## src/design/xport_pkg.sv

```systemverilog
// Shared types for the NI-RIO DMA to CHDR transport adapter
// CHDR header layout, packet and state enums, stream beats, route entries

package xport_pkg;

  //--------------------------------------------------------------------
  // Widths
  //--------------------------------------------------------------------

  // DMA channel index, six channels on the target hardware
  localparam int dma_id_w = 3;
  // CHDR bus word
  localparam int chdr_w   = 64;

  //--------------------------------------------------------------------
  // CHDR header
  //--------------------------------------------------------------------

  // Packet type encoding as carried in the header
  typedef enum logic [2:0] {
    pkt_mgmt    = 3'd0,
    pkt_strs    = 3'd1,
    pkt_strc    = 3'd2,
    pkt_ctrl    = 3'd4,
    pkt_data    = 3'd6,
    pkt_data_ts = 3'd7
  } chdr_pkt_type_e;

  // First word of every CHDR packet, MSB first
  typedef struct packed {
    logic [5:0]     vc;
    logic           eob;
    logic           eov;
    chdr_pkt_type_e pkt_type;
    logic [4:0]     num_mdata;
    logic [15:0]    seq_num;
    logic [15:0]    length;
    logic [15:0]    dst_epid;
  } chdr_hdr_t;

  //--------------------------------------------------------------------
  // Stream beats and route table
  //--------------------------------------------------------------------

  // CHDR side beat
  typedef struct packed {
    logic [chdr_w-1:0] data;
    logic              last;
  } chdr_beat_t;

  // DMA side beat, user is the DMA channel index
  typedef struct packed {
    logic [chdr_w-1:0]   data;
    logic [dma_id_w-1:0] user;
    logic                last;
  } dma_beat_t;

  // Learning write from ingress, one cycle pulse
  typedef struct packed {
    logic                wr_en;
    logic [15:0]         epid;
    logic [dma_id_w-1:0] chan;
  } rt_learn_t;

  // Stored return address with full endpoint ID as tag
  typedef struct packed {
    logic                valid;
    logic [15:0]         tag;
    logic [dma_id_w-1:0] chan;
  } rt_entry_t;

  // Egress FSM
  typedef enum logic [1:0] {eg_hdr, eg_lookup, eg_pass, eg_drop} eg_state_e;

  // Ingress word position within a packet
  typedef enum logic [1:0] {in_hdr, in_word1, in_body} in_state_e;

endpackage

```

## src/design/xport_route_table.sv

```systemverilog
// Direct-mapped return-address table
// Learning write port and registered lookup port

`timescale 1ns/10ps

module xport_route_table #(
  parameter int rt_tbl_size = 6
) (
  input  logic                   clk,
  input  logic                   rst_n,
  input  xport_pkg::rt_learn_t   rt_learn,
  input  logic [rt_tbl_size-1:0] rt_rd_idx,
  output xport_pkg::rt_entry_t   rt_rd_entry
);

  import xport_pkg::*;

  localparam int depth = 1 << rt_tbl_size;

  //--------------------------------------------------------------------
  // Storage
  //--------------------------------------------------------------------

  // Valid bits live in flops so they can be cleared together
  logic [depth-1:0]    valid_q;
  // Full endpoint ID per slot, aliases overwrite instead of false hits
  logic [15:0]         tag_mem [depth];
  // Learned DMA channel per slot
  logic [dma_id_w-1:0] chan_mem [depth];

  // Slot selected by the low ID bits
  logic [rt_tbl_size-1:0] wr_idx;

  assign wr_idx = rt_learn.epid[rt_tbl_size-1:0];

  // Valid bits
  always_ff @(posedge clk) begin
    if (!rst_n) begin
      valid_q <= '0;
    end else if (rt_learn.wr_en) begin
      valid_q[wr_idx] <= 1'b1;
    end
  end

  // Tag and channel payload
  always_ff @(posedge clk) begin
    if (rt_learn.wr_en) begin
      tag_mem[wr_idx]  <= rt_learn.epid;
      chan_mem[wr_idx] <= rt_learn.chan;
    end
  end

  //--------------------------------------------------------------------
  // Lookup
  //--------------------------------------------------------------------

  // Registered read
  // A write to the same slot in the same cycle returns the old entry
  always_ff @(posedge clk) begin
    if (!rst_n) begin
      rt_rd_entry.valid <= 1'b0;
    end else begin
      rt_rd_entry.valid <= valid_q[rt_rd_idx];
    end
  end

  always_ff @(posedge clk) begin
    rt_rd_entry.tag  <= tag_mem[rt_rd_idx];
    rt_rd_entry.chan <= chan_mem[rt_rd_idx];
  end

endmodule

```

## src/design/xport_ingress.sv

```systemverilog
// DMA to CHDR path with a two-entry skid register
// Extracts route-learning writes from non-data packets

`timescale 1ns/10ps

module xport_ingress (
  input  logic                  clk,
  input  logic                  rst_n,
  input  xport_pkg::dma_beat_t  s_dma,
  input  logic                  s_dma_valid,
  output logic                  s_dma_ready,
  output xport_pkg::chdr_beat_t m_chdr,
  output logic                  m_chdr_valid,
  input  logic                  m_chdr_ready,
  output xport_pkg::rt_learn_t  rt_learn
);

  import xport_pkg::*;

  //--------------------------------------------------------------------
  // Packet tracking
  //--------------------------------------------------------------------

  in_state_e           in_state;
  // Type and channel kept from the header beat
  chdr_pkt_type_e      pkt_type_q;
  logic [dma_id_w-1:0] chan_q;
  // Header view of the incoming word
  chdr_hdr_t           dma_hdr;
  logic                s_accept;
  logic                pkt_is_data;

  assign dma_hdr     = chdr_hdr_t'(s_dma.data);
  assign s_accept    = s_dma_valid && s_dma_ready;
  assign pkt_is_data = (pkt_type_q == pkt_data) || (pkt_type_q == pkt_data_ts);

  // Word position, advanced on each accepted beat
  always_ff @(posedge clk) begin
    if (!rst_n) begin
      in_state <= in_hdr;
    end else if (s_accept) begin
      if (s_dma.last) begin
        in_state <= in_hdr;
      end else if (in_state == in_hdr) begin
        in_state <= in_word1;
      end else begin
        in_state <= in_body;
      end
    end
  end

  // Header fields needed for learning
  always_ff @(posedge clk) begin
    if (s_accept && (in_state == in_hdr)) begin
      pkt_type_q <= dma_hdr.pkt_type;
      chan_q     <= s_dma.user;
    end
  end

  // Source endpoint ID sits in the low 16 bits of word 1
  // Written into the table at the edge that accepts word 1
  always_comb begin
    rt_learn.wr_en = s_accept && (in_state == in_word1) && !pkt_is_data;
    rt_learn.epid  = s_dma.data[15:0];
    rt_learn.chan  = chan_q;
  end

  //--------------------------------------------------------------------
  // Skid register
  //--------------------------------------------------------------------

  // Output stage drives m_chdr, skid stage catches one beat under stall
  logic       out_valid_q;
  chdr_beat_t out_beat_q;
  logic       skid_valid_q;
  chdr_beat_t skid_beat_q;
  chdr_beat_t in_beat;
  logic       out_free;

  // User field is dropped on the way to CHDR
  assign in_beat.data = s_dma.data;
  assign in_beat.last = s_dma.last;

  assign out_free     = !out_valid_q || m_chdr_ready;
  // Ready falls only once both stages hold a beat
  assign s_dma_ready  = !skid_valid_q;
  assign m_chdr       = out_beat_q;
  assign m_chdr_valid = out_valid_q;

  // Stage occupancy
  always_ff @(posedge clk) begin
    if (!rst_n) begin
      out_valid_q  <= 1'b0;
      skid_valid_q <= 1'b0;
    end else if (out_free) begin
      // Skid drains first, input is stalled meanwhile
      out_valid_q  <= skid_valid_q || s_accept;
      skid_valid_q <= 1'b0;
    end else if (s_accept) begin
      skid_valid_q <= 1'b1;
    end
  end

  // Stage payload
  always_ff @(posedge clk) begin
    if (out_free) begin
      out_beat_q <= skid_valid_q ? skid_beat_q : in_beat;
    end else if (s_accept) begin
      skid_beat_q <= in_beat;
    end
  end

endmodule

```

## src/design/xport_egress.sv

```systemverilog
// CHDR to DMA path with route lookup and channel tagging
// Unroutable packets are discarded and counted

`timescale 1ns/10ps

module xport_egress #(
  parameter int rt_tbl_size = 6
) (
  input  logic                   clk,
  input  logic                   rst_n,
  input  xport_pkg::chdr_beat_t  s_chdr,
  input  logic                   s_chdr_valid,
  output logic                   s_chdr_ready,
  output xport_pkg::dma_beat_t   m_dma,
  output logic                   m_dma_valid,
  input  logic                   m_dma_ready,
  output logic [rt_tbl_size-1:0] rt_rd_idx,
  input  xport_pkg::rt_entry_t   rt_rd_entry,
  output logic [15:0]            drop_count
);

  import xport_pkg::*;

  eg_state_e           state;
  // Held header word and its last flag
  chdr_hdr_t           hdr_q;
  logic                hdr_last_q;
  // Table read still in flight
  logic                rd_pend;
  // Header not yet sent on m_dma
  logic                hdr_pend;
  // Channel from the matching entry
  logic [dma_id_w-1:0] chan_q;
  logic                s_accept;
  logic                m_accept;
  logic                rt_hit;
  logic [15:0]         drop_next;

  //--------------------------------------------------------------------
  // Lookup
  //--------------------------------------------------------------------

  // Index is the low ID bits, the tag check below uses the full ID
  assign rt_rd_idx = hdr_q.dst_epid[rt_tbl_size-1:0];
  assign rt_hit    = rt_rd_entry.valid && (rt_rd_entry.tag == hdr_q.dst_epid);

  assign s_accept  = s_chdr_valid && s_chdr_ready;
  assign m_accept  = m_dma_valid && m_dma_ready;

  // Saturating drop counter
  assign drop_next = (drop_count == 16'hffff) ? drop_count : drop_count + 16'd1;

  //--------------------------------------------------------------------
  // Output steering
  //--------------------------------------------------------------------

  always_comb begin
    s_chdr_ready = 1'b0;
    m_dma_valid  = 1'b0;
    // Body beats pass straight through with the learned channel
    m_dma.data   = s_chdr.data;
    m_dma.user   = chan_q;
    m_dma.last   = s_chdr.last;
    case (state)
      eg_hdr, eg_drop: begin
        s_chdr_ready = 1'b1;
      end
      eg_pass: begin
        if (hdr_pend) begin
          // Replay the held header, input stalls
          m_dma_valid = 1'b1;
          m_dma.data  = hdr_q;
          m_dma.last  = hdr_last_q;
        end else begin
          m_dma_valid  = s_chdr_valid;
          s_chdr_ready = m_dma_ready;
        end
      end
      default: begin
        // eg_lookup holds off the input
        s_chdr_ready = 1'b0;
      end
    endcase
  end

  //--------------------------------------------------------------------
  // FSM
  //--------------------------------------------------------------------

  always_ff @(posedge clk) begin
    if (!rst_n) begin
      state      <= eg_hdr;
      rd_pend    <= 1'b0;
      hdr_pend   <= 1'b0;
      drop_count <= '0;
    end else begin
      case (state)
        eg_hdr: begin
          if (s_accept) begin
            state   <= eg_lookup;
            rd_pend <= 1'b1;
          end
        end
        eg_lookup: begin
          if (rd_pend) begin
            // Read issued this cycle, entry arrives next edge
            rd_pend <= 1'b0;
          end else if (rt_hit) begin
            state    <= eg_pass;
            hdr_pend <= 1'b1;
          end else if (hdr_last_q) begin
            // Single-word packet, nothing left to swallow
            state      <= eg_hdr;
            drop_count <= drop_next;
          end else begin
            state <= eg_drop;
          end
        end
        eg_pass: begin
          if (hdr_pend) begin
            if (m_accept) begin
              hdr_pend <= 1'b0;
              if (hdr_last_q) begin
                state <= eg_hdr;
              end
            end
          end else if (m_accept && s_chdr.last) begin
            state <= eg_hdr;
          end
        end
        default: begin
          // eg_drop counts once the last beat is swallowed
          if (s_accept && s_chdr.last) begin
            state      <= eg_hdr;
            drop_count <= drop_next;
          end
        end
      endcase
    end
  end

  // Header capture and channel latch
  always_ff @(posedge clk) begin
    if ((state == eg_hdr) && s_accept) begin
      hdr_q      <= chdr_hdr_t'(s_chdr.data);
      hdr_last_q <= s_chdr.last;
    end
    if ((state == eg_lookup) && !rd_pend) begin
      chan_q <= rt_rd_entry.chan;
    end
  end

endmodule

```

## src/design/nirio_chdr64_adapter.sv

```systemverilog
// NI-RIO DMA to 64-bit CHDR transport adapter top level
// Ingress and egress paths sharing one return-address table

`timescale 1ns/10ps

module nirio_chdr64_adapter #(
  // Log2 of the route table depth
  parameter int rt_tbl_size = 6
) (
  input  logic                  clk,
  input  logic                  rst_n,
  // DMA engines, user carries the channel index
  input  xport_pkg::dma_beat_t  s_dma,
  input  logic                  s_dma_valid,
  output logic                  s_dma_ready,
  output xport_pkg::dma_beat_t  m_dma,
  output logic                  m_dma_valid,
  input  logic                  m_dma_ready,
  // CHDR network
  input  xport_pkg::chdr_beat_t s_chdr,
  input  logic                  s_chdr_valid,
  output logic                  s_chdr_ready,
  output xport_pkg::chdr_beat_t m_chdr,
  output logic                  m_chdr_valid,
  input  logic                  m_chdr_ready,
  // Discarded egress packets, saturating
  output logic [15:0]           drop_count
);

  import xport_pkg::*;

  //--------------------------------------------------------------------
  // Route table links
  //--------------------------------------------------------------------

  rt_learn_t              rt_learn;
  logic [rt_tbl_size-1:0] rt_rd_idx;
  rt_entry_t              rt_rd_entry;

  // DMA to CHDR, learns return channels
  xport_ingress ingress_i (
    .clk          (clk),
    .rst_n        (rst_n),
    .s_dma        (s_dma),
    .s_dma_valid  (s_dma_valid),
    .s_dma_ready  (s_dma_ready),
    .m_chdr       (m_chdr),
    .m_chdr_valid (m_chdr_valid),
    .m_chdr_ready (m_chdr_ready),
    .rt_learn     (rt_learn)
  );

  // CHDR to DMA, steered by destination ID
  xport_egress #(
    .rt_tbl_size (rt_tbl_size)
  ) egress_i (
    .clk          (clk),
    .rst_n        (rst_n),
    .s_chdr       (s_chdr),
    .s_chdr_valid (s_chdr_valid),
    .s_chdr_ready (s_chdr_ready),
    .m_dma        (m_dma),
    .m_dma_valid  (m_dma_valid),
    .m_dma_ready  (m_dma_ready),
    .rt_rd_idx    (rt_rd_idx),
    .rt_rd_entry  (rt_rd_entry),
    .drop_count   (drop_count)
  );

  // Shared return-address table
  xport_route_table #(
    .rt_tbl_size (rt_tbl_size)
  ) route_table_i (
    .clk         (clk),
    .rst_n       (rst_n),
    .rt_learn    (rt_learn),
    .rt_rd_idx   (rt_rd_idx),
    .rt_rd_entry (rt_rd_entry)
  );

endmodule

```

## config.mk

```make
export PLATFORM = sky130hd
export DESIGN_NAME = nirio_chdr64_adapter
export DESIGN_NICKNAME = d
export VERILOG_FILES = /design/src/design/xport_pkg.sv /design/src/design/xport_route_table.sv /design/src/design/xport_ingress.sv /design/src/design/xport_egress.sv /design/src/design/nirio_chdr64_adapter.sv
export SDC_FILE = /design/constraint.sdc
export NUM_CORES = 1
export LEC_CHECK = 0
export ABC_AREA = 0
export BUFFER_PORTS_ARGS = -buffer_cell sky130_fd_sc_hd__clkbuf_2
export CAP_MARGIN = 30
export CORE_UTILIZATION = 25
export DETAILED_ROUTE_END_ITERATION = 10
export GPL_ROUTABILITY_DRIVEN = 0
export PLACE_DENSITY = 0.44
export SYNTH_ARGS = -nofsm -noshare
export SYNTH_HDL_FRONTEND = slang
export SYNTH_SLANG_ARGS = --single-unit
```

## constraint.sdc

```tcl
create_clock -name clk -period 5.9 [get_ports clk]
set_input_delay 0.59 -clock clk [delete_from_list [all_inputs] [get_ports clk]]
set_output_delay 0.59 -clock clk [all_outputs]
set_load 0.02 [all_outputs]
```

==> results.txt <==
----------------------------------------------------
[Clock network]
  Number of buffers created by CTS ... 171
  Clk pin slew, worst setup/hold paths ... 60 ps
  Longest Clk Path Bufs ... 3
  Clock insertion delay at the later pin of the skew report ... 830 ps
  Library cell used as clock root buffer ... sky130_fd_sc_hd__clkbuf_16
  Clock tree from TritonCTS ... built
  Sinks on the clock net ... 1527
  Number of H-tree levels ... 4
  Post-CTS Repair Setup Buffers ... 0

[Detailed routing]
  Final antenna-violating net count ... 0
  Highest metal layer used by the detailed router ... met4
  Total detailed-routing wirelength ... 162 mm
  First-pass DRT Iterations ... 5
  Via density ... 4.49
  Total vias in the final route ... 28946
  Iter 0 DRT Violations ... 2288
  Routed length on met3 ... 7.08 mm
  Wire length on met1 ... 71.5 mm
  Average wire per cell in the routed design ... 25.2 um
  Wire length on met2 ... 80.1 mm
  DR DRC count ... 0

[Power and ir drop]
  VDD IR-drop max ... 252 uV
  Leakage component of the power ... 22.5 nW
  Ratio of total power to cell area ... 353 nW/um^2

[Critical path]
  Stages on worst setup path ... 6
  Worst endpoint data arrival time ... 3160 ps
  Crit path largest cell delay ... 580 ps
  Crit-path cells ... inv_1 -> ha_1 -> nand2_4 -> buf_4 -> mux2_2 -> clkbuf_2
  Slowest-stage cell, CP ... sky130_fd_sc_hd__buf_4
  CP Class ... flop to primary output
  WP data required ... 5310 ps
  Crit path buf inv count ... 3
  Startpoint Class ... flop
  Sort of element at the end of the critical path ... primary output
  Path depth of the worst reg2reg path ... 5
  Crit-path max FO ... 45
  Cell type group with the largest total delay on the critical path ... buffers and inverters

[Place]
  Number of cells after detailed placement ... 6019
  Detailed Place HPWL ... 95.8 mm
  Count of buffers from port buffering ... 291

[Global route]
  Total congestion overflow ... 0
  Maximum number of pins on one net before global-route repair ... 97
  Global-route wire length before repair ... 232 mm
  Gr usage total ... 13.8%
  Number of global-route vias before repair ... 30271
  Initial antenna violation count ... 12

[Layout]
  Fillers ... 22282
  Area delta synth->final ... 21.5%
  Footprint of the multi-input gates ... 12600 sq um
  Fraction of layout instances using a drive strength above 1 ... 34.6%
  Final Non-Filler Cells ... 6452
  Post-layout nets ... 3425
  Total area of sequential cells ... 44800 sq um

[Floorplanning]
  Number of rows in the core area ... 176
  I/O pin count ... 292
  Total Die Area ... 234000 sq um
  Std-Cell Core Area ... 230000 sq um
  Height of the die ... 483 um
  Effective utilization at floorplan ... 25.2%
  Die Width ... 483 um

[Run]
  Reported max-cap violation count ... 0

[Timing]
  Period minus WS final ... 3750 ps
  Final worst-path cycle share ... 63.5%
  Setup Viol. Count Final ... 0
  Sum Neg Setup Slack ... 0 ps
  Slew Limit Fails ... 0
  Final-layout worst hold slack ... 76.3 ps
  Final hold violation count ... 0
  Timing-limited maximum frequency ... 267 MHz
  Normalized max-slew margin ... 32.5%
  RSZ-0062 raised after global routing ... no
  Transition time at the pin with the least slew margin ... 1010 ps
  Post-route clock skew ... 54.8 ps

[Synth]
  Number of synthesized register bits ... 1527
  Distinct cell type count of the synthesized netlist ... 47
  Synthesized area divided by synthesized cell count ... 21.3 sq um
  Sequential-to-total area share from yosys stat ... 77.3%
  Post-synthesis instance area ... 57900 sq um
  Post-synthesis cell count ... 2725
  Synth warn ... 0
  Total nets after synthesis ... 2868

[Outcome]
  Run status ... finished clean

[Worst hold path]
  Hold-critical path depth ... 1
  Min-Delay Path Class ... input pin to flop

----------------------------------------------------
## path summary, 6_finish.rpt
| kind | start | to | slack [ps] |
|---|---|---|---|
| setup / recovery | egress_i.state[0] | m_dma[6] | 2150 |
| hold / removal | s_dma[59] | ingress_i.skid_beat_q[56] | 80 |
| setup reg to reg | egress_i.rt_rd_idx[0] | route_table_i.rt_rd_entry[18] | 2320 |
| hold reg to reg | route_table_i.rt_rd_entry[0] | egress_i.chan_q[0] | 420 |
## per-layer routing
layer,global-route usage (%),vias up
met4,3.70,0
met2,22.9,680
met5,0,-
met1,18.4,15549
met3,2.36,191
li1,-,12526
## per-stage QoR
step / power, mW / utilization (%) / cell area, sq um / worst slack, ps
after detailed placement: 14.8 / 27.7 / 63800 / 2230
after global routing: 25.7 / 30.6 / 70400 / 1870
after CTS: 25.2 / 30.6 / 70300 / 1950
after floorplan: 13.7 / - / 57900 / 320
final: 24.8 / 30.6 / 70400 / 2150
after global placement: 14.8 / 27.7 / 63700 / 2170
## registers in the layout, indices dropped and copies added (netlist names), 2 cells and up
name,count
route_table_i.chan_mem,192
egress_i.rt_rd_idx,6
route_table_i.tag_mem,1024
ingress_i.m_chdr,65
egress_i.state,2
ingress_i.pkt_type_q,2
egress_i.chan_q,3
ingress_i.skid_beat_q,65
egress_i.drop_count,16
route_table_i.rt_rd_entry,20
route_table_i.valid_q,64
ingress_i.in_state,2
egress_i.hdr_q,58
ingress_i.chan_q,3
## cell type report
| class | instances | area share [%] |
|---|---|---|
| Timing Repair Buffer | 536 | 5.36 |
| Antenna cell | 7 | 0.0249 |
| Multi-Input combinational cell | 1035 | 17.9 |
| Tap cell | 3026 | 5.38 |
| Inverter | 11 | 0.0587 |
| Clock buffer | 229 | 6.47 |
| Clock inverter | 81 | 1.23 |
| Sequential cell | 1527 | 63.6 |
## Yosys cell counts (all sizes together)
cell	instances	area (sq um)
or2	1	6.26
nor3b	1	7.51
and3	6	37.5
nand2	34	128
a221o	1	10.0
nand4b	1	8.76
o31ai	3	22.5
or3b	3	26.3
o22a	1	8.76
inv	11	41.3
nor2	80	300
nand4	6	37.5
a31oi	1	6.26
and2	2	12.5
a311oi	1	8.76
dfxtp	108	2160
o21a	67	503
a22oi	153	1150
xnor2	1	8.76
a211oi	2	15.0
o21ai	12	60.1
o2111ai	1	8.76
nor3	7	35.0
mux4	321	7230
a21oi	90	450
nand3	15	75.1
nor4	10	62.6
mux2i	10	100
ha	4	50.1
nor4b	1	8.76
nor2b	8	50.1
or4	21	158
o221ai	2	17.5
xor2	15	131
buf	60	400
clkbuf	92	345
o311a	1	10.0
nand2b	12	75.1
or3	5	31.3
nand3b	6	45.0
mux2	130	1460
edfxtp	1419	42600
## where the power goes
part	leakage [nW]	total, mW	internal (mW)	switching (mW)
Clock	2.63	10.3	5.83	4.46
Sequential	13.8	12.2	12.0	0.109
Combinational	6.08	2.39	0.909	1.48
## cell usage in the layout (no fill, tap or decap), types with 90 or more instances in the layout
cell type / n
sky130_fd_sc_hd__mux2_2: 130
sky130_fd_sc_hd__dfxtp_1: 107
sky130_fd_sc_hd__dlygate4sd3_1: 115
sky130_fd_sc_hd__a22oi_1: 153
sky130_fd_sc_hd__buf_4: 119
sky130_fd_sc_hd__clkbuf_16: 171
sky130_fd_sc_hd__edfxtp_1: 1419
sky130_fd_sc_hd__a21oi_1: 90
sky130_fd_sc_hd__clkbuf_2: 281
sky130_fd_sc_hd__mux4_2: 321
## logic make-up (layout without fill, tap and decap cells)
| logic type | count (synthesis) | after routing | synth area share [%] |
|---|---|---|---|
| flops | 1527 | 1527 | 77.3 |
| mux | 461 | 461 | 15.2 |
| simple gates | 219 | 219 | 1.91 |
| buf+inv | 163 | 857 | 1.36 |
| xor+xnor | 16 | 16 | 0.242 |
| fa+ha+maj | 4 | 4 | 0.0864 |
| other cells | 0 | 7 | 0 |
| compound gates | 335 | 335 | 3.92 |
## timing repair
action,in CTS,in global routing
hold buffers,115,0
gates resized for setup,0,0
hold endpoints to repair,117,0
Note: power is estimated with default switching activity, not from simulation.
